`config.mk`:
```
export PLATFORM = sky130hd
export DESIGN_NAME = comm_link
export DESIGN_NICKNAME = d
export VERILOG_FILES = /design/src/comm_link_pkg.sv /design/src/comm_link.sv /design/src/assembler_in.sv /design/src/assembler_out.sv /design/src/channel_in.sv /design/src/channel_out.sv /design/src/calib_master.sv /design/src/credit_fifo.sv
export SDC_FILE = /design/constraint.sdc
export NUM_CORES = 1
export LEC_CHECK = 0
export BUFFER_PORTS_ARGS = -buffer_cell sky130_fd_sc_hd__buf_2
export CAP_MARGIN = 20
export CORE_UTILIZATION = 55
export CTS_CLUSTER_SIZE = 28
export DETAILED_ROUTE_END_ITERATION = 10
export PLACE_DENSITY = 0.74
export SYNTH_ARGS = -nofsm -noshare
export SYNTH_HDL_FRONTEND = slang
export SYNTH_SLANG_ARGS = --single-unit
```
`constraint.sdc`:
```
create_clock -name io_master_clk_i -period 3.7 [get_ports io_master_clk_i]
set_input_delay 0.37 -clock io_master_clk_i [delete_from_list [all_inputs] [get_ports io_master_clk_i]]
set_output_delay 0.37 -clock io_master_clk_i [all_outputs]
set_load 0.1 [all_outputs]
```
`src/comm_link_pkg.sv`:
```
// shared widths and flit/word types of the link endpoint
// calibration state type and the channel rotation helper
package comm_link_pkg;

   // data bits carried by one channel flit
   localparam int channel_width_c = 8;
   // flits per core word
   localparam int core_channels_c = 4;

   typedef logic [channel_width_c-1:0] chan_data_t;

   // one link wire group
   typedef struct packed {
      logic       valid;
      chan_data_t data;
   } chan_flit_t;

   // flit 0 sits in the least significant chunk
   typedef logic [core_channels_c*channel_width_c-1:0] core_word_t;

   typedef struct packed {
      logic       valid;
      core_word_t word;
   } core_msg_t;

   // sent on every output channel during the test window
   // alternating bits catch stuck and swapped wires
   localparam chan_data_t calib_pattern_c = chan_data_t'(8'ha5);

   typedef enum logic [1:0] {
      st_wait,
      st_prepare,
      st_test,
      st_done
   } calib_state_e;

   // next set bit of mask after cur, wrapping at n
   // gives back cur itself if it is the only active channel
   function automatic int unsigned next_active_f(input int unsigned cur,
                                                 input logic [31:0] mask,
                                                 input int unsigned n);
      int unsigned idx;
      int unsigned res;
      logic        found;
      res   = cur;
      found = 1'b0;
      for (int unsigned k = 1; k <= 32; k++)
      begin
         if (k <= n)
         begin
            idx = cur + k;
            if (idx >= n)
            begin
               idx = idx - n;
            end
            if (!found && mask[idx])
            begin
               res   = idx;
               found = 1'b1;
            end
         end
      end
      return res;
   endfunction

endpackage
```
`src/comm_link.sv`:
```
// top of the master side link endpoint
// calibration sequencer, per channel in/out pairs and both assemblers
module comm_link import comm_link_pkg::*; #(
   parameter int link_channels_p  = 4,
   parameter int lg_fifo_depth_p  = 3,
   parameter int lg_wait_cycles_p = 4,
   parameter int prepare_cycles_p = 20,
   parameter int test_cycles_p    = 16
) (
   input  logic                             io_master_clk_i,
   input  logic                             rst_i,
   input  core_msg_t                        core_in_i,
   output logic                             core_ready_o,
   output core_msg_t                        core_out_o,
   input  logic                             core_yumi_i,
   output chan_flit_t [link_channels_p-1:0] link_out_o,
   input  logic [link_channels_p-1:0]       link_token_i,
   input  chan_flit_t [link_channels_p-1:0] link_in_i,
   output logic [link_channels_p-1:0]       link_token_o,
   output logic                             slave_reset_o,
   output logic                             calib_done_o,
   output logic [link_channels_p-1:0]       channel_active_o
);

   logic                             prepare;
   logic                             test_en;
   logic                             done;
   logic [link_channels_p-1:0]       active;
   logic [link_channels_p-1:0]       out_ready;
   logic [link_channels_p-1:0]       pop;
   chan_flit_t [link_channels_p-1:0] snoop;
   chan_flit_t [link_channels_p-1:0] asm_flit;
   chan_flit_t [link_channels_p-1:0] head;

   // prepare pulse doubles as the far side reset
   assign slave_reset_o    = prepare;
   assign calib_done_o     = done;
   assign channel_active_o = active;

   calib_master #(
      .link_channels_p  (link_channels_p),
      .lg_wait_cycles_p (lg_wait_cycles_p),
      .prepare_cycles_p (prepare_cycles_p),
      .test_cycles_p    (test_cycles_p)
   ) i_calib (
      .io_master_clk_i (io_master_clk_i),
      .rst_i           (rst_i),
      .snoop_i         (snoop),
      .prepare_o       (prepare),
      .test_en_o       (test_en),
      .active_o        (active),
      .done_o          (done)
   );

   for (genvar i = 0; i < link_channels_p; i++)
   begin : g_ch
      channel_out #(
         .lg_fifo_depth_p (lg_fifo_depth_p)
      ) i_out (
         .io_master_clk_i (io_master_clk_i),
         .rst_i           (rst_i),
         .prepare_i       (prepare),
         .test_en_i       (test_en),
         .flit_i          (asm_flit[i]),
         .ready_o         (out_ready[i]),
         .token_i         (link_token_i[i]),
         .link_o          (link_out_o[i])
      );

      channel_in #(
         .lg_fifo_depth_p (lg_fifo_depth_p)
      ) i_in (
         .io_master_clk_i (io_master_clk_i),
         .rst_i           (rst_i),
         .test_en_i       (test_en),
         .link_i          (link_in_i[i]),
         .head_o          (head[i]),
         .pop_i           (pop[i]),
         .token_o         (link_token_o[i]),
         .snoop_o         (snoop[i])
      );
   end

   assembler_out #(
      .link_channels_p (link_channels_p)
   ) i_asm_out (
      .io_master_clk_i (io_master_clk_i),
      .rst_i           (rst_i),
      .done_i          (done),
      .active_i        (active),
      .core_in_i       (core_in_i),
      .core_ready_o    (core_ready_o),
      .flit_o          (asm_flit),
      .ready_i         (out_ready)
   );

   assembler_in #(
      .link_channels_p (link_channels_p)
   ) i_asm_in (
      .io_master_clk_i (io_master_clk_i),
      .rst_i           (rst_i),
      .done_i          (done),
      .active_i        (active),
      .head_i          (head),
      .pop_o           (pop),
      .core_out_o      (core_out_o),
      .core_yumi_i     (core_yumi_i)
   );

endmodule

```
`src/assembler_in.sv`:
```
// merges flits from the active channels back into core words
// follows the same rotation rule as the output assembler
module assembler_in import comm_link_pkg::*; #(
   parameter int link_channels_p = 4
) (
   input  logic                             io_master_clk_i,
   input  logic                             rst_i,
   input  logic                             done_i,
   input  logic [link_channels_p-1:0]       active_i,
   input  chan_flit_t [link_channels_p-1:0] head_i,
   output logic [link_channels_p-1:0]       pop_o,
   output core_msg_t                        core_out_o,
   input  logic                             core_yumi_i
);

   localparam int ptr_w_lp = (link_channels_p > 1) ? $clog2(link_channels_p) : 1;
   localparam int idx_w_lp = (core_channels_c > 1) ? $clog2(core_channels_c) : 1;

   logic                take;
   logic                last_flit;
   logic                full_q;
   core_word_t          word_q;
   logic [ptr_w_lp-1:0] ptr_q;
   logic [idx_w_lp-1:0] idx_q;

   // stall while a finished word waits for yumi
   assign take      = done_i & ~full_q & active_i[ptr_q] & head_i[ptr_q].valid;
   assign last_flit = (idx_q == idx_w_lp'(core_channels_c - 1));

   always_comb
   begin
      for (int c = 0; c < link_channels_p; c++)
      begin
         pop_o[c] = take & (ptr_q == ptr_w_lp'(c));
      end
   end

   assign core_out_o = '{valid: full_q & done_i, word: word_q};

   always_ff @(posedge io_master_clk_i)
   begin
      if (take)
      begin
         word_q[idx_q*channel_width_c +: channel_width_c] <= head_i[ptr_q].data;
      end
   end

   always_ff @(posedge io_master_clk_i)
   begin
      if (rst_i | ~done_i)
      begin
         ptr_q  <= ptr_w_lp'(link_channels_p - 1);
         idx_q  <= '0;
         full_q <= 1'b0;
      end
      else
      begin
         if (take | ~active_i[ptr_q])
         begin
            ptr_q <= ptr_w_lp'(next_active_f(ptr_q, 32'(active_i), link_channels_p));
         end
         if (take)
         begin
            idx_q <= last_flit ? '0 : idx_q + 1'b1;
         end
         // take and yumi never meet, take needs an empty slot
         if (take & last_flit)
         begin
            full_q <= 1'b1;
         end
         else if (core_yumi_i)
         begin
            full_q <= 1'b0;
         end
      end
   end

endmodule

```
`src/assembler_out.sv`:
```
// splits buffered core words into flits
// one flit per cycle to the pointed channel, rotating over the active mask
module assembler_out import comm_link_pkg::*; #(
   parameter int link_channels_p = 4
) (
   input  logic                             io_master_clk_i,
   input  logic                             rst_i,
   input  logic                             done_i,
   input  logic [link_channels_p-1:0]       active_i,
   input  core_msg_t                        core_in_i,
   output logic                             core_ready_o,
   output chan_flit_t [link_channels_p-1:0] flit_o,
   input  logic [link_channels_p-1:0]       ready_i
);

   localparam int ptr_w_lp = (link_channels_p > 1) ? $clog2(link_channels_p) : 1;
   localparam int idx_w_lp = (core_channels_c > 1) ? $clog2(core_channels_c) : 1;

   logic                full;
   logic                word_v;
   core_word_t          word;
   logic                issue;
   logic                last_flit;
   chan_data_t          chunk;
   logic [ptr_w_lp-1:0] ptr_q;
   logic [idx_w_lp-1:0] idx_q;

   // two entry word buffer, nothing enters before calibration is done
   credit_fifo #(
      .lg_depth_p (1),
      .payload_t  (core_word_t)
   ) i_buf (
      .io_master_clk_i (io_master_clk_i),
      .rst_i           (rst_i),
      .clear_i         (~done_i),
      .wdata_i         (core_in_i.word),
      .wvalid_i        (core_in_i.valid & core_ready_o),
      .full_o          (full),
      .rdata_o         (word),
      .rvalid_o        (word_v),
      .pop_i           (issue & last_flit)
   );

   assign core_ready_o = done_i & ~full;

   assign issue     = done_i & word_v & active_i[ptr_q] & ready_i[ptr_q];
   assign last_flit = (idx_q == idx_w_lp'(core_channels_c - 1));
   assign chunk     = word[idx_q*channel_width_c +: channel_width_c];

   always_comb
   begin
      for (int c = 0; c < link_channels_p; c++)
      begin
         flit_o[c].valid = issue & (ptr_q == ptr_w_lp'(c));
         flit_o[c].data  = chunk;
      end
   end

   // pointer parks on the top channel, then steps to the next active one
   // on every issue or whenever it sits on a dead channel
   always_ff @(posedge io_master_clk_i)
   begin
      if (rst_i | ~done_i)
      begin
         ptr_q <= ptr_w_lp'(link_channels_p - 1);
         idx_q <= '0;
      end
      else
      begin
         if (issue | ~active_i[ptr_q])
         begin
            ptr_q <= ptr_w_lp'(next_active_f(ptr_q, 32'(active_i), link_channels_p));
         end
         if (issue)
         begin
            idx_q <= last_flit ? '0 : idx_q + 1'b1;
         end
      end
   end

endmodule

```
`src/channel_in.sv`:
```
// one input channel: receive FIFO, token return, snoop register
// writes are blocked and the FIFO held empty while calibration flits arrive
module channel_in import comm_link_pkg::*; #(
   parameter int lg_fifo_depth_p = 3
) (
   input  logic       io_master_clk_i,
   input  logic       rst_i,
   input  logic       test_en_i,
   input  chan_flit_t link_i,
   output chan_flit_t head_o,
   input  logic       pop_i,
   output logic       token_o,
   output chan_flit_t snoop_o
);

   logic       test_q;
   logic       block;
   logic       wr;
   logic       full;
   logic       rvalid;
   chan_data_t rdata;
   logic       token_q;
   chan_flit_t snoop_q;

   // last pattern flit leaves the output register one cycle after test
   always_ff @(posedge io_master_clk_i)
   begin
      if (rst_i)
      begin
         test_q <= 1'b0;
      end
      else
      begin
         test_q <= test_en_i;
      end
   end

   assign block = test_en_i | test_q;
   assign wr    = link_i.valid & ~block;

   credit_fifo #(
      .lg_depth_p (lg_fifo_depth_p),
      .payload_t  (chan_data_t)
   ) i_fifo (
      .io_master_clk_i (io_master_clk_i),
      .rst_i           (rst_i),
      .clear_i         (block),
      .wdata_i         (link_i.data),
      .wvalid_i        (wr),
      .full_o          (full),
      .rdata_o         (rdata),
      .rvalid_o        (rvalid),
      .pop_i           (pop_i)
   );

   assign head_o = '{valid: rvalid, data: rdata};

   // one token per popped flit, a cycle later
   always_ff @(posedge io_master_clk_i)
   begin
      if (rst_i)
      begin
         token_q      <= 1'b0;
         snoop_q.valid <= 1'b0;
      end
      else
      begin
         token_q      <= pop_i & rvalid;
         snoop_q.valid <= link_i.valid;
      end
   end

   always_ff @(posedge io_master_clk_i)
   begin
      snoop_q.data <= link_i.data;
   end

   assign token_o = token_q;
   assign snoop_o = snoop_q;

   // far side spends a credit per flit, so space is always there
   a_no_overflow : assert property (@(posedge io_master_clk_i) disable iff (rst_i)
      wr |-> !full);

endmodule

```
`src/channel_out.sv`:
```
// one output channel: credit counter and registered link flit
// sends the calibration pattern during the test window, silent in prepare
module channel_out import comm_link_pkg::*; #(
   parameter int lg_fifo_depth_p = 3
) (
   input  logic       io_master_clk_i,
   input  logic       rst_i,
   input  logic       prepare_i,
   input  logic       test_en_i,
   input  chan_flit_t flit_i,
   output logic       ready_o,
   input  logic       token_i,
   output chan_flit_t link_o
);

   localparam int start_lp = 2 ** lg_fifo_depth_p;

   logic [lg_fifo_depth_p:0] credit_q;
   logic                     send;
   chan_flit_t               link_q;

   // no data while calibration owns the wires
   assign ready_o = (credit_q != '0) & ~prepare_i & ~test_en_i;
   assign send    = flit_i.valid & ready_o;
   assign link_o  = link_q;

   // held at the start value through prepare and test
   // calibration flits are not credited, the far end drops them
   always_ff @(posedge io_master_clk_i)
   begin
      if (rst_i | prepare_i | test_en_i)
      begin
         credit_q <= (lg_fifo_depth_p+1)'(start_lp);
      end
      else
      begin
         credit_q <= credit_q + (lg_fifo_depth_p+1)'(token_i)
                              - (lg_fifo_depth_p+1)'(send);
      end
   end

   always_ff @(posedge io_master_clk_i)
   begin
      if (rst_i)
      begin
         link_q.valid <= 1'b0;
      end
      else
      begin
         link_q.valid <= test_en_i | send;
      end
   end

   always_ff @(posedge io_master_clk_i)
   begin
      if (test_en_i)
      begin
         link_q.data <= calib_pattern_c;
      end
      else if (send)
      begin
         link_q.data <= flit_i.data;
      end
   end

   // far end returns at most one token per flit it received
   a_credit_bound : assert property (@(posedge io_master_clk_i) disable iff (rst_i)
      credit_q <= (lg_fifo_depth_p+1)'(start_lp));

endmodule

```
`src/calib_master.sv`:
```
// calibration sequencer: wait after reset, prepare pulse, test window
// judges every input channel from its snoop flit and builds the active mask
module calib_master import comm_link_pkg::*; #(
   parameter int link_channels_p  = 4,
   parameter int lg_wait_cycles_p = 4,
   parameter int prepare_cycles_p = 20,
   parameter int test_cycles_p    = 16
) (
   input  logic                              io_master_clk_i,
   input  logic                              rst_i,
   input  chan_flit_t [link_channels_p-1:0]  snoop_i,
   output logic                              prepare_o,
   output logic                              test_en_o,
   output logic [link_channels_p-1:0]        active_o,
   output logic                              done_o
);

   localparam int wait_lp  = 2 ** lg_wait_cycles_p;
   localparam int span_lp  = (wait_lp > prepare_cycles_p) ? wait_lp : prepare_cycles_p;
   localparam int max_lp   = (span_lp > test_cycles_p) ? span_lp : test_cycles_p;
   localparam int cnt_w_lp = (max_lp > 1) ? $clog2(max_lp) : 1;

   calib_state_e               state_q;
   logic [cnt_w_lp-1:0]        cnt_q;
   logic                       last;
   logic [link_channels_p-1:0] seen_q;
   logic [link_channels_p-1:0] wrong_q;
   logic [link_channels_p-1:0] active_q;

   // ************************************************************
   // phase sequencing
   // ************************************************************

   // last cycle of the current phase
   always_comb
   begin
      case (state_q)
         st_wait:    last = (cnt_q == cnt_w_lp'(wait_lp - 1));
         st_prepare: last = (cnt_q == cnt_w_lp'(prepare_cycles_p - 1));
         st_test:    last = (cnt_q == cnt_w_lp'(test_cycles_p - 1));
         default:    last = 1'b0;
      endcase
   end

   always_ff @(posedge io_master_clk_i)
   begin
      if (rst_i)
      begin
         state_q <= st_wait;
         cnt_q   <= '0;
      end
      else if (last)
      begin
         cnt_q <= '0;
         case (state_q)
            st_wait:    state_q <= st_prepare;
            st_prepare: state_q <= st_test;
            default:    state_q <= st_done;
         endcase
      end
      else if (state_q != st_done)
      begin
         cnt_q <= cnt_q + 1'b1;
      end
   end

   // ************************************************************
   // per channel judgement
   // ************************************************************

   // seen: pattern arrived at least once, wrong: any other valid data
   always_ff @(posedge io_master_clk_i)
   begin
      if (rst_i | prepare_o)
      begin
         seen_q  <= '0;
         wrong_q <= '0;
      end
      else if (state_q == st_test)
      begin
         for (int c = 0; c < link_channels_p; c++)
         begin
            if (snoop_i[c].valid)
            begin
               if (snoop_i[c].data == calib_pattern_c)
               begin
                  seen_q[c] <= 1'b1;
               end
               else
               begin
                  wrong_q[c] <= 1'b1;
               end
            end
         end
      end
   end

   // mask is latched once, as the test window closes
   always_ff @(posedge io_master_clk_i)
   begin
      if (rst_i)
      begin
         active_q <= '0;
      end
      else if ((state_q == st_test) && last)
      begin
         active_q <= seen_q & ~wrong_q;
      end
   end

   assign prepare_o = (state_q == st_prepare);
   assign test_en_o = (state_q == st_test);
   assign done_o    = (state_q == st_done);
   assign active_o  = active_q;

   // far side reset runs its full length and hands over to the test window
   a_prepare_len : assert property (@(posedge io_master_clk_i) disable iff (rst_i)
      $rose(prepare_o) |-> prepare_o [*prepare_cycles_p] ##1 test_en_o);

   // both assemblers rely on a frozen mask after calibration
   a_active_stable : assert property (@(posedge io_master_clk_i) disable iff (rst_i)
      done_o |=> $stable(active_o));

endmodule

```
`src/credit_fifo.sv`:
```
// synchronous FIFO on a circular buffer
// read/write pointers plus an occupancy count, payload given as a type
module credit_fifo #(
   parameter int  lg_depth_p = 3,
   parameter type payload_t  = logic
) (
   input  logic     io_master_clk_i,
   input  logic     rst_i,
   input  logic     clear_i,
   input  payload_t wdata_i,
   input  logic     wvalid_i,
   output logic     full_o,
   output payload_t rdata_o,
   output logic     rvalid_o,
   input  logic     pop_i
);

   localparam int depth_lp = 2 ** lg_depth_p;

   payload_t              mem_q [depth_lp];
   logic [lg_depth_p-1:0] wptr_q;
   logic [lg_depth_p-1:0] rptr_q;
   logic [lg_depth_p:0]   count_q;
   logic                  do_wr;
   logic                  do_rd;

   assign full_o   = (count_q == (lg_depth_p+1)'(depth_lp));
   assign rvalid_o = (count_q != '0);
   assign rdata_o  = mem_q[rptr_q];

   // a write into a full buffer is dropped here, callers guard against it
   assign do_wr = wvalid_i & ~full_o;
   assign do_rd = pop_i & rvalid_o;

   always_ff @(posedge io_master_clk_i)
   begin
      if (do_wr)
      begin
         mem_q[wptr_q] <= wdata_i;
      end
   end

   // pointers wrap naturally at the power of two depth
   always_ff @(posedge io_master_clk_i)
   begin
      if (rst_i | clear_i)
      begin
         wptr_q  <= '0;
         rptr_q  <= '0;
         count_q <= '0;
      end
      else
      begin
         if (do_wr)
         begin
            wptr_q <= wptr_q + 1'b1;
         end
         if (do_rd)
         begin
            rptr_q <= rptr_q + 1'b1;
         end
         count_q <= count_q + (lg_depth_p+1)'(do_wr) - (lg_depth_p+1)'(do_rd);
      end
   end

endmodule

```
Yosys cells after proc, flatten, opt, wreduce, memory -nomap -nowiden
Memories as Yosys holds them, arrays and structs flattened. A register that Yosys moved wholly into a read port is not among the register bits.
Index checks and enable logic that the tools add are counted.
Widths: inputs -> output; s select.
- bits in registers: 197
- memory bits (writable): 320
- input bits: 76
- output and inout port bits: 80
- word-level logic and storage cells: 369
- memories: 5
- add/sub/neg operators: 48
- $lt $le $gt $ge: 18
- eq/ne operators: 23
- shift-type cells: 3
- multiplexer cells: 101
- bitwise logic cells: 74
- reductions and logical operators: 40
- memories (name ; words ; bits a word ; read ports ; clocked after memory_dff ; write ports ; line ; RTL):
    g_ch[0].i_in.i_fifo.mem_q ; 8 ; 8 ; 1 ; 1 ; 1 ; credit_fifo.sv:20 ; payload_t mem_q [depth_lp];
    g_ch[1].i_in.i_fifo.mem_q ; 8 ; 8 ; 1 ; 1 ; 1 ; credit_fifo.sv:20 ;
    g_ch[2].i_in.i_fifo.mem_q ; 8 ; 8 ; 1 ; 1 ; 1 ; credit_fifo.sv:20 ;
    g_ch[3].i_in.i_fifo.mem_q ; 8 ; 8 ; 1 ; 1 ; 1 ; credit_fifo.sv:20 ;
    i_asm_out.i_buf.mem_q ; 2 ; 32 ; 1 ; 1 ; 1 ; credit_fifo.sv:20 ;
- operators by type and width (operator ; count):
    $mux 32 ; 24
    $ge 32x3->1 const B ; 8
    $lt 32x6->1 const B ; 8
    $sub 32x3->32 const B ; 8
    $and 1x1->1 ; 45
    $mux 1 ; 43
    $bmux 1 s5 ; 8
    $reduce_bool 4->1 ; 10
    $neg 5->34 ; 1
    $shift 8x34->32 const A ; 1
    $shiftx 8x34->32 ; 1
    $add 4x1->4 ; 8
    $bwmux 32 ; 1
    $eq 8x8->1 const B ; 4
    $shiftx 32x6->8 ; 1
    $sub 4x1->4 ; 8
    $add 3x1->3 const B ; 8
    $mux 3 ; 8
    $reduce_and 3->1 ; 8
    $mux 2 ; 10
    $bmux 9 s2 ; 1
    $eq 2x2->1 const B ; 9
    $eq 4x4->1 const B ; 4
    $not 1->1 ; 16
    other kinds (26) ; 64

Longest topological paths before layout
Gate-level depths: netlist of run 1.
- depth in word-level cells: 29
- mapped depth: 15

Cells and area by module
Synthesis of run 1 repeated with hierarchy kept, for this count alone.
- cell total of the unflattened synthesis: 1532
- area, all modules: 22829.4 um2
- by module, submodules not included (module ; times used ; cells an instance ; area an instance (um2)):
    credit_fifo (g_ch[0].i_in.i_fifo ...) ; 4 ; 173 ; 3185.6
    channel_out ; 4 ; 73 ; 644.4
    credit_fifo (i_asm_out.i_buf) ; 1 ; 129 ; 2553.7
    assembler_in ; 1 ; 157 ; 2052.0
    channel_in ; 4 ; 17 ; 269.0
    assembler_out ; 1 ; 100 ; 942.2
    calib_master ; 1 ; 94 ; 885.8

Worst setup path after synthesis of run 1
No wires, ideal clock.
- path kind: register -> register
- start: reg i_calib.state_q[1]
- end: mem i_asm_out.i_buf.mem_q[0][0] in the netlist's numbering (enable)
- library setup time: 0.421 ns
- arrival time: 3.928 ns
- setup slack: -0.649 ns
- stages on the path, launching flop included: 6
- buffers on the path: 1
- period minus slack after synthesis: 4.349 ns
- path through: dfxtp_1 > buf_2 > nand2_1 > a21oi_1 > nand2_1 > nor2_1
- longest elaborated chain between the ends: 6
- RTL lines (item ; line ; RTL):
    from (decl) ; calib_master.sv:23 ; calib_state_e state_q;
    from (signal assigned) ; calib_master.sv:49 ; state_q <= st_wait;
    from (signal assigned) ; calib_master.sv:56 ; st_wait: state_q <= st_prepare;
    from (signal assigned) ; calib_master.sv:57 ; st_prepare: state_q <= st_test;
    $eq 2x2->1 ; calib_master.sv:113 ; assign done_o = (state_q == st_done);
    $and 1x1->1 ; assembler_out.sv:44 ; assign core_ready_o = done_i & ~full;
    net core_ready_o ; comm_link.sv:13 ; output logic core_ready_o,
    $and 1x1->1 ; assembler_out.sv:37 ; .wvalid_i (core_in_i.valid & core_ready_o),
    $and 1x1->1 ; credit_fifo.sv:32 ; assign do_wr = wvalid_i & ~full_o;
    $mux 1 ; credit_fifo.sv:37 ; if (do_wr)
    $mux 1 (not written as such) ; credit_fifo.sv:39 ; mem_q[wptr_q] <= wdata_i;
    to (decl) ; credit_fifo.sv:20 ;
The timed path passes the listed nets, and every way through them passes these cells.

Final worst setup path of run 1
- start: reg i_calib.state_q[1]
- end: reg g_ch[3].i_out.credit_q[3]
- longest elaborated chain between the ends: 10
- elaborated cells on any way between the ends: 23
- classes of those cells: add/sub (1); eq/ne (3); mux (2); bitwise (17)
- RTL lines (item ; line ; RTL):
    $eq 2x1->1 ; calib_master.sv:111 ; assign prepare_o = (state_q == st_prepare);
    $not 1->1 ; channel_out.sv:23 ; assign ready_o = (credit_q != '0) & ~prepare_i & ~test_en_i;
    $and 1x1->1 (2 in series) ; channel_out.sv:23 ;
    $bmux 1 s2 ; assembler_out.sv:46 ; assign issue = done_i & word_v & active_i[ptr_q] & ready_i[ptr_q];
    $mux 1 (not written as such) ; assembler_out.sv:46 ;
    $and 1x1->1 ; assembler_out.sv:46 ;
    $and 1x1->1 ; assembler_out.sv:54 ; flit_o[c].valid = issue & (ptr_q == ptr_w_lp'(c));
    $and 1x1->1 (*) ; channel_out.sv:24 ; assign send = flit_i.valid & ready_o;
    net g_ch[3].i_out.send ; channel_out.sv:19 ; logic send;
    $sub 4x1->4 (*) ; channel_out.sv:38 ; - (lg_fifo_depth_p+1)'(send);
    to (signal assigned) ; channel_out.sv:33 ; credit_q <= (lg_fifo_depth_p+1)'(start_lp);
    to (signal assigned) ; channel_out.sv:37 ; credit_q <= credit_q + (lg_fifo_depth_p+1)'(token_i)
    to (decl) ; channel_out.sv:18 ; logic [lg_fifo_depth_p:0] credit_q;
Mark *: on every way through the listed nets, which the timed path passes. The rest lies on a longest branch. The select of a mux whose other input is x is not followed.
A chain may end at the register's enable or synchronous reset.

==> results.json, run 1 <==
{
  "status": "finished clean",
  "cts_tree": "built",
  "finalNetCount": 1805,
  "dr.pass1.iters": 6,
  "die_area_mm2": 0.0397,
  "min_period_over_period": 0.899,
  "mappedNetlistArea_mm2": 0.0214,
  "gp_congestion": 0.801,
  "hold_class": "input port to flop",
  "synthCells": 1409,
  "final_max_slew_viol_count": 0,
  "yosysTopAreaCell": "edfxtp_1",
  "die_y_um": 199,
  "rsz0062_at_grt": "no",
  "ir_drop_mv": 0.369,
  "grt_pass1_wl_mm": 69.3,
  "maxCapViolations": 0,
  "core_mm2": 0.0380,
  "numCtsBuffers": 51,
  "fin_crit_ns": 3.33,
  "slew_headroom": 0.342,
  "io_pins": 156,
  "required_ns": 4.13,
  "port_buffers": 155,
  "synth_warnings": 0,
  "ant_nets": 0,
  "crit_type": "flop to flop",
  "fin_tns_setup_ns": 0,
  "grt_pass1_vias": 12563,
  "worstPathArrival_ns": 3.76,
  "yosysSeqAreaShare": 0.660,
  "hold_viol_final": 0,
  "syn_area_per_cell_um2": 15.2,
  "final_layout_size_suffix_gt1_frac": 0.240,
  "postCtsSetupRepairBufs": 0,
  "synth-seq-cells": 530,
  "whs_path_depth": 1,
  "cts.sinks": 530,
  "drt_first_iter_violations": 880,
  "cts_resized": 0,
  "ys_top_cells_by_area": "edfxtp_1, dfxtp_1, mux4_2, ha_1, mux2i_1",
  "grt_max_degree": 35,
  "async_flop_share": 0,
  "drc": 0,
  "syn_nets": 1564,
  "dp.cells": 2049,
  "cts-root-buf": "clkbuf_16",
  "utilization": 0.663,
  "num_vias": 12249,
  "worst_pin_slew_ns": 0.979,
  "fin_cells": 2203,
  "synth_cell_types": 61,
  "viasPerCell": 5.56,
  "cp-end-kind": "flop",
  "clk_latency_ns": 0.58,
  "clock.fmax_ghz": 0.301,
  "antenna_found_initial": 4,
  "leakagePower_nw": 9.47,
  "p_per_area_mw_per_mm2": 545,
  "cts_buffer_depth": 3,
  "synth_edf_count": 352,
  "setup_viol": 0,
  "wirelength_mm": 44.0,
  "die_w_um": 199,
  "start_kind": "flop",
  "clk_pin_slew_ns": 0.06,
  "ys_top_cells_by_count": "edfxtp_1, dfxtp_1, nor2_1",
  "area_growth_pct": 17.7,
  "yosys_most_used_dff": "edfxtp_1",
  "grt_use_total": 0.232,
  "synth_top_area_frac": 0.494,
  "cts_hold_buf": 59,
  "synth.most_common_cell": "edfxtp_1",
  "cts_max_level": 2,
  "dp_hpwl_mm": 28.9,
  "reg2reg_depth": 13,
  "wl_per_cell_um": 20.0,
  "gr-total-overflow": 0,
  "start_util": 0.563,
  "cp_max_fo": 16,
  "fp-row-count": 71,
  "fin_skew_ns": 0.0139
}
## through the flow
| step | total power [mW] | hold WS, ns | setup WS [ns] | cell area (um2) |
|---|---|---|---|---|
| after global routing | 14.2 | 0.00340 | 0.0221 | 25200 |
| final | 13.7 | 0.0176 | 0.373 | 25200 |
| after global placement | 8.14 | 0.443 | 0.480 | 22800 |
| after CTS | 13.8 | 0.00113 | 0.343 | 25200 |
| after detailed placement | 8.20 | 0.447 | 0.369 | 22800 |
| after floorplan | 7.80 | 0.398 | 0.0927 | 21400 |
## final timing paths
kind / startpoint / endpoint / slack [ns]
max: i_calib.state_q[1] / g_ch[3].i_out.credit_q[3] / 0.37
min: link_in_i[6] / g_ch[0].i_in.snoop_o[6] / 0.02
max reg2reg: i_calib.state_q[1] / g_ch[3].i_out.credit_q[3] / 0.37
min reg2reg: g_ch[2].i_out.link_o[6] / g_ch[2].i_out.link_o[6] / 0.46
## registers in the layout, summed over array words and instances (netlist names), 5 cells and up, named ones only
signal                    count
i_asm_in.word_q              32
i_calib.cnt_q                 5
g_ch.i_out.link_o            36
g_ch.i_in.i_fifo.mem_q      256
g_ch.i_in.i_fifo.count_q     16
g_ch.i_out.credit_q          16
g_ch.i_in.snoop_o            36
g_ch.i_in.i_fifo.wptr_q      12
i_asm_out.i_buf.mem_q        64
g_ch.i_in.i_fifo.rptr_q      12
## cell type report
type	instances	area (um2)
flip-flops and latches	530	14100
well taps	511	639
fillers	2711	12800
repair buffers	246	1610
clock inverters	38	485
multi-input cells	755	6740
clock buffers	56	1340
inverters	66	248
diodes	1	2.50
## critical path: stages, from the launching register on
cell and delay, ns:
dfxtp_1 0.65, nand2_1 0.32, inv_2 0.20, o211ai_2 0.13
nor3_4 0.31, nand3_2 0.35, inv_1 0.14, ha_1 0.20
inv_1 0.06, ha_1 0.28, a21o_1 0.18, a21oi_1 0.17
xnor2_1 0.13, nand2_1 0.06
## cell usage in the layout (no fill, tap or decap), drive strengths merged, types with 5 or more instances in the layout
| cell type | instances |
|---|---|
| ha | 71 |
| a221o | 8 |
| dlygate4sd3 | 59 |
| nor2 | 152 |
| mux4 | 85 |
| dfxtp | 178 |
| o21ai | 14 |
| clkinvlp | 5 |
| xnor2 | 23 |
| nand2b | 13 |
| nor2b | 12 |
| nor3 | 18 |
| nand3 | 26 |
| and2 | 18 |
| a211oi | 6 |
| bufinv | 12 |
| nor4 | 5 |
| nand4 | 11 |
| a21oi | 32 |
| fa | 8 |
| xor2 | 17 |
| mux2i | 58 |
| nand2 | 64 |
| mux2 | 24 |
| clkinv | 21 |
| a21o | 8 |
| clkbuf | 56 |
| or2 | 5 |
| inv | 66 |
| nand4bb | 8 |
| edfxtp | 352 |
| o22ai | 10 |
| buf | 187 |
| nor3b | 13 |
## report_power, final
group	switching, mW	leakage (nW)	internal [mW]
logic	0.833	3.87	0.569
registers	0.123	4.71	6.61
clock network	2.17	0.883	3.43
total	3.13	9.47	10.6
## layer usage
metal  wire, um  GRT usage  vias up
met2      21700      0.387      358
met4       1030     0.0667        6
met5         42          0        -
li1           -          -     5728
met1      18300      0.305     6087
met3       3020     0.0505       70
## cell families after synthesis
logic type / after synthesis / synth area share
adder cells (fa/ha/maj): 79 / 0.0490
AND/OR/NAND/NOR: 365 / 0.0879
XOR/XNOR: 40 / 0.0164
multiplexers: 167 / 0.129
flip-flops: 530 / 0.660
buffers and inverters: 124 / 0.0253
AO/OA/AOI/OAI: 104 / 0.0322
Power figures use the tool's default switching activity.
==> run 2, diff against run 1 <==
==> constraint.sdc (replaced) <==
create_clock -name io_master_clk_i -period 3.7 [get_ports io_master_clk_i]
set_input_delay 0.185 -clock io_master_clk_i [delete_from_list [all_inputs] [get_ports io_master_clk_i]]
set_output_delay 0.185 -clock io_master_clk_i [all_outputs]
set_load 0.1 [all_outputs]
==> run 2 against run 1 <==
Against the previous run:
- register-to-register slack gained 0.02 ns
- count of clock-buffer cells in the layout unchanged
- cell area up 0.56%
- core utilization rose by 0.37 points
- clock power about the same
- critical path depth is the same
- combinational power hardly changed
- fmax increased by 0.59%
- critical endpoint unchanged
- largest cell class unchanged
==> results.json, run 2 (synthesis results as in run 1) <==
{
  "status": "finished clean",
  "clock.fmax_ghz": 0.302,
  "cts_max_level": 2,
  "worst_pin_slew_ns": 0.992,
  "clk_pin_slew_ns": 0.06,
  "die_w_um": 199,
  "leakagePower_nw": 9.52,
  "start_util": 0.563,
  "final.fill_count": 2704,
  "wirelength_mm": 44.3,
  "rsz0062_at_grt": "no",
  "worstSetupStartpoint": "i_calib.state_q[1]",
  "min-delay-start": "core_in_i[32]",
  "clk_latency_ns": 0.58,
  "cts_resized": 0,
  "dr.pass1.iters": 8,
  "slew_headroom": 0.336,
  "numCtsBuffers": 51,
  "drc": 0,
  "port_buffers": 155,
  "utilization": 0.666,
  "min_period_over_period": 0.894,
  "largest_reg_flops": 256,
  "rr_endpoint": "g_ch[3].i_out.credit_q[3]",
  "cts_hold_buf": 73,
  "cts-root-buf": "clkbuf_16",
  "final_max_slew_viol_count": 0,
  "start_kind": "flop",
  "pre_cts_ws_ns": 0.369,
  "grt_use_total": 0.233,
  "cts.sinks": 530,
  "reg2reg_depth": 13,
  "final_layout_size_suffix_gt1_frac": 0.238,
  "r2r_start": "i_calib.state_q[1]",
  "core_mm2": 0.0380,
  "grt_pass1_vias": 12618,
  "hold_class": "input port to flop",
  "reg_top3": "g_ch.i_in.i_fifo.mem_q (256), i_asm_out.i_buf.mem_q (64)",
  "final_common_cell": "edfxtp_1",
  "grt_max_degree": 35,
  "ant_nets": 0,
  "gr-total-overflow": 0,
  "worstPathArrival_ns": 3.74,
  "gp_congestion": 0.801,
  "fin_skew_ns": 0.0129,
  "antenna_found_initial": 2,
  "crit_end": "g_ch[3].i_out.credit_q[3]",
  "cp_max_fo": 16,
  "ir_drop_mv": 0.368,
  "whs_path_depth": 4,
  "crit_type": "flop to flop",
  "setup_ws_ns": 0.392,
  "maxCapViolations": 0,
  "top_register": "g_ch.i_in.i_fifo.mem_q",
  "die_area_mm2": 0.0397,
  "cts_buffer_depth": 3,
  "die_y_um": 199,
  "fin_crit_ns": 3.31,
  "setup_viol": 0,
  "grt_pass1_wl_mm": 69.5,
  "required_ns": 4.13,
  "dp_hpwl_mm": 28.9,
  "cp-end-kind": "flop",
  "wl_per_cell_um": 20.0,
  "cts_tree": "built",
  "p_per_area_mw_per_mm2": 543,
  "postCtsSetupRepairBufs": 0,
  "drt_first_iter_violations": 847,
  "fp-row-count": 71,
  "hold_viol_final": 0,
  "viasPerCell": 5.55,
  "layout_common_cells": "edfxtp_1, dfxtp_1, buf_2",
  "finalNetCount": 1819,
  "io_pins": 156,
  "area_growth_pct": 18.3,
  "num_vias": 12312,
  "fin_tns_setup_ns": 0,
  "worst-r2r-setup-slack_ns": 0.39
}
run 2: worst min path at each step:
| stage | slack [ns] | end |
|---|---|---|
| after floorplan | 0.21 | g_ch[0].i_in.snoop_o[0] |
| after global placement | 0.37 | i_asm_out.i_buf.mem_q[1][6] |
| after detailed placement | 0.38 | i_asm_out.i_buf.mem_q[1][14] |
| after CTS | 0.01 | i_asm_out.i_buf.wptr_q |
| after global routing | 0.04 | i_asm_out.i_buf.wptr_q |
| final | 0.04 | i_asm_out.i_buf.wptr_q |
run 2: layout make-up:
| cell class | count | area (um2) | area share |
|---|---|---|---|
| diodes | 1 | 2.50 | 0.0000988 |
| clock buffers | 56 | 1340 | 0.0528 |
| clock inverters | 38 | 485 | 0.0192 |
| inverters | 66 | 248 | 0.00978 |
| multi-input cells | 755 | 6740 | 0.266 |
| flip-flops and latches | 530 | 14100 | 0.558 |
| well taps | 511 | 639 | 0.0252 |
| repair buffers | 260 | 1750 | 0.0689 |
run 2: worst max-delay path, cell delays in order, from the launching register on:
cell and delay [ns]:
dfxtp_1 0.64, nand2_1 0.32, inv_2 0.20, o211ai_2 0.13, nor3_4 0.31, nand3_2 0.35, inv_1 0.14, ha_1 0.20
inv_1 0.06, ha_1 0.28, a21o_1 0.18, a21oi_1 0.17, xnor2_1 0.13, nand2_1 0.06
run 2: report_power, final:
part | total (mW) | switching (mW) | internal (mW)
Clock | 5.61 | 2.17 | 3.43
Sequential | 6.73 | 0.124 | 6.61
Combinational | 1.41 | 0.835 | 0.578
Total | 13.8 | 3.13 | 10.6
run 2: metrics by stage:
| stage | total power [mW] | hold WS [ns] | area (um2) | cells |
|---|---|---|---|---|
| 6_report | 13.8 | 0.0436 | 25300 | 2217 |
| 5_1_grt | 14.3 | 0.0352 | 25300 | 2217 |
| 4_1_cts | 13.8 | 0.0129 | 25300 | 2216 |
| 3_5_place_dp | 8.20 | 0.377 | 22800 | 2049 |
| 3_3_place_gp | 8.14 | 0.374 | 22800 | 2049 |
| 2_1_floorplan | 7.80 | 0.213 | 21400 | 1409 |
run 2: layer usage:
layer  vias up  part of all wire  track usage
met4         2             0.024       0.0667
met2       383              0.49        0.389
li1       5757                 -            -
met3        70             0.063       0.0483
met1      6100              0.42        0.307
met5         -           0.00029            0
==> run 3, diff against run 2 <==
--- a/constraint.sdc
+++ b/constraint.sdc
@@ -3,2 +3,2 @@
 set_output_delay 0.185 -clock io_master_clk_i [all_outputs]
-set_load 0.1 [all_outputs]
+set_load 0.01 [all_outputs]
==> run 3 against run 2 <==
Against the previous run:
- cell area fell by 0.18%
- non-clock buffer count is 3 higher
- flip-flop and latch count is the same
- global-route usage down 0.50 points
- combinational power fell by 9.9%
- critical path depth down 2
- routed wire length down 1.4%
- core utilization fell by 0.12 points
==> results.json, run 3 (synthesis results as in run 1) <==
{
  "ir_drop_mv": 0.390,
  "largest_reg_flops": 256,
  "wl_met1_mm": 18.5,
  "cp_top_family": "simple AND/OR/NAND/NOR gates",
  "slew_headroom": 0.340,
  "clk_latency_ns": 0.60,
  "rr_endpoint": "g_ch[1].i_out.credit_q[2]",
  "path_buf_inv": 2,
  "path_cells": "or4bb_1 -> a31oi_1 -> nor3_4 -> nand3_2 -> inv_1 -> ha_1 -> inv_1 -> ha_1 -> fa_1 -> xnor2_1 -> nor2_1",
  "cts-root-buf": "clkbuf_16",
  "cp_max_fo": 18,
  "fin_crit_ns": 3.28,
  "wl_met3_mm": 2.83,
  "cts_max_level": 2,
  "dr.pass1.iters": 6,
  "grt_use_total": 0.228,
  "antenna_found_initial": 0,
  "drt_first_iter_violations": 758,
  "antenna_cells": 0,
  "fin_tns_setup_ns": 0,
  "dp_hpwl_mm": 28.5,
  "final_common_cell": "edfxtp_1",
  "fin_skew_ns": 0.0148,
  "reg2reg_depth": 11,
  "crit_end": "g_ch[1].i_out.credit_q[2]",
  "hold_viol_final": 0,
  "grt_pass1_vias": 12430,
  "cp-end-kind": "flop",
  "utilization": 0.665,
  "worst-r2r-setup-slack_ns": 0.42,
  "final_layout_size_suffix_gt1_frac": 0.238,
  "area_growth_pct": 18.1,
  "crit_type": "flop to flop",
  "die_w_um": 199,
  "cts_tree": "built",
  "top_register": "g_ch.i_in.i_fifo.mem_q",
  "viasPerCell": 5.52,
  "die_y_um": 199,
  "grt_max_degree": 35,
  "finalNetCount": 1823,
  "start_kind": "flop",
  "cts_buffer_depth": 3,
  "port_buffers": 155,
  "fp-row-count": 71,
  "gp_congestion": 0.828,
  "reg_top3": "g_ch.i_in.i_fifo.mem_q (256), i_asm_out.i_buf.mem_q (64)",
  "leakagePower_nw": 9.52,
  "critical-path-max-stage-delay_ns": 0.72,
  "start_util": 0.563,
  "cts_resized": 0,
  "clock.fmax_ghz": 0.305,
  "core_mm2": 0.0380,
  "num_vias": 12258,
  "hold_class": "input port to flop",
  "worstPathArrival_ns": 3.75,
  "p_per_area_mw_per_mm2": 531,
  "drc": 0,
  "io_pins": 156,
  "numCtsBuffers": 52,
  "worstSetupStartpoint": "i_asm_out.ptr_q[0]",
  "status": "finished clean",
  "worst_pin_slew_ns": 0.987,
  "setup_viol": 0,
  "wl_met2_mm": 21.3,
  "crit_slowest_cell": "dfxtp_1",
  "r2r_start": "i_asm_out.ptr_q[0]",
  "layout_common_cells": "edfxtp_1, dfxtp_1, buf_2",
  "die_area_mm2": 0.0397,
  "cts.sinks": 530,
  "design_area_mm2": 0.0253,
  "min_period_over_period": 0.887,
  "dpl-instance-area_mm2": 0.0228,
  "maxCapViolations": 0,
  "worst-path-stages": 11,
  "rsz0062_at_grt": "no",
  "clk_pin_slew_ns": 0.06,
  "final_max_slew_viol_count": 0,
  "required_ns": 4.17,
  "wl_per_cell_um": 19.6,
  "grt_pass1_wl_mm": 68.1,
  "routed.top_layer": "met4",
  "gr-total-overflow": 0,
  "wirelength_mm": 43.6,
  "ant_nets": 0
}
run 3: changes by cell type in the layout (fill, tap and decap cells not counted), moves of 2 or more:
cell        previous run  this run
clkinvlp_2             3         0
bufinv_16             12         6
clkbuf_1               3        10
clkinv_2               9        11
clkinv_1              11         6
clkbuf_8               0         7
run 3: routing by layer:
layer,vias up,GRT usage
li1,5757,-
met1,6060,0.301
met2,363,0.381
met3,78,0.0446
met4,0,0.0724
met5,-,0
run 3: power by group:
part | total [mW] | leakage [nW] | internal [mW] | switching, mW
Clock | 5.42 | 0.868 | 3.19 | 2.23
Combinational | 1.27 | 3.95 | 0.578 | 0.692
Sequential | 6.73 | 4.71 | 6.61 | 0.120
Total | 13.4 | 9.52 | 10.4 | 3.04
run 3: layout make-up:
type | count | area [um2]
Multi-Input combinational cell | 755 | 6740
Clock inverter | 27 | 299
Fill cell | 2710 | 12700
Inverter | 66 | 248
Timing Repair Buffer | 263 | 1770
Sequential cell | 530 | 14100
Tap cell | 511 | 639
Clock buffer | 70 | 1460
run 3: worst reg2reg max path: cells and delay by family, from the launching register on:
family          cells  cell delay, ns
flops               1            0.72
simple gates        4            0.92
xor+xnor            1            0.19
compound gates      1            0.35
fa+ha+maj           3            0.86
buf+inv             2            0.13
run 3: timing repair:
action	4_1_cts	5_1_grt
setup buffers	0	0
hold buffers	74	0
endpoints found under the hold margin	372	0
run 3: how the worst min path moves through the flow:
stage | from | to | slack (ns) | depth (start not counted)
after floorplan | link_in_i[0] | g_ch[0].i_in.snoop_o[0] | 0.21 | 0
after global placement | core_in_i[10] | i_asm_out.i_buf.mem_q[1][10] | 0.37 | 1
after detailed placement | core_in_i[5] | i_asm_out.i_buf.mem_q[0][5] | 0.38 | 1
after CTS | rst_i | i_calib.seen_q[2] | 0.09 | 2
after global routing | rst_i | g_ch[0].i_in.snoop_o[8] | 0.13 | 2
final | rst_i | i_calib.seen_q[2] | 0.13 | 2
run 3: stage by stage:
stage / std cells / setup slack, ns / hold WS [ns] / power, mW
4_1_cts: 2221 / 0.378 / 0.0903 / 13.5
3_3_place_gp: 2050 / 0.490 / 0.374 / 8.01
6_report: 2222 / 0.417 / 0.132 / 13.4
2_1_floorplan: 1409 / 0.842 / 0.213 / 7.67
5_1_grt: 2222 / 0.133 / 0.134 / 13.9
3_5_place_dp: 2050 / 0.375 / 0.378 / 8.06
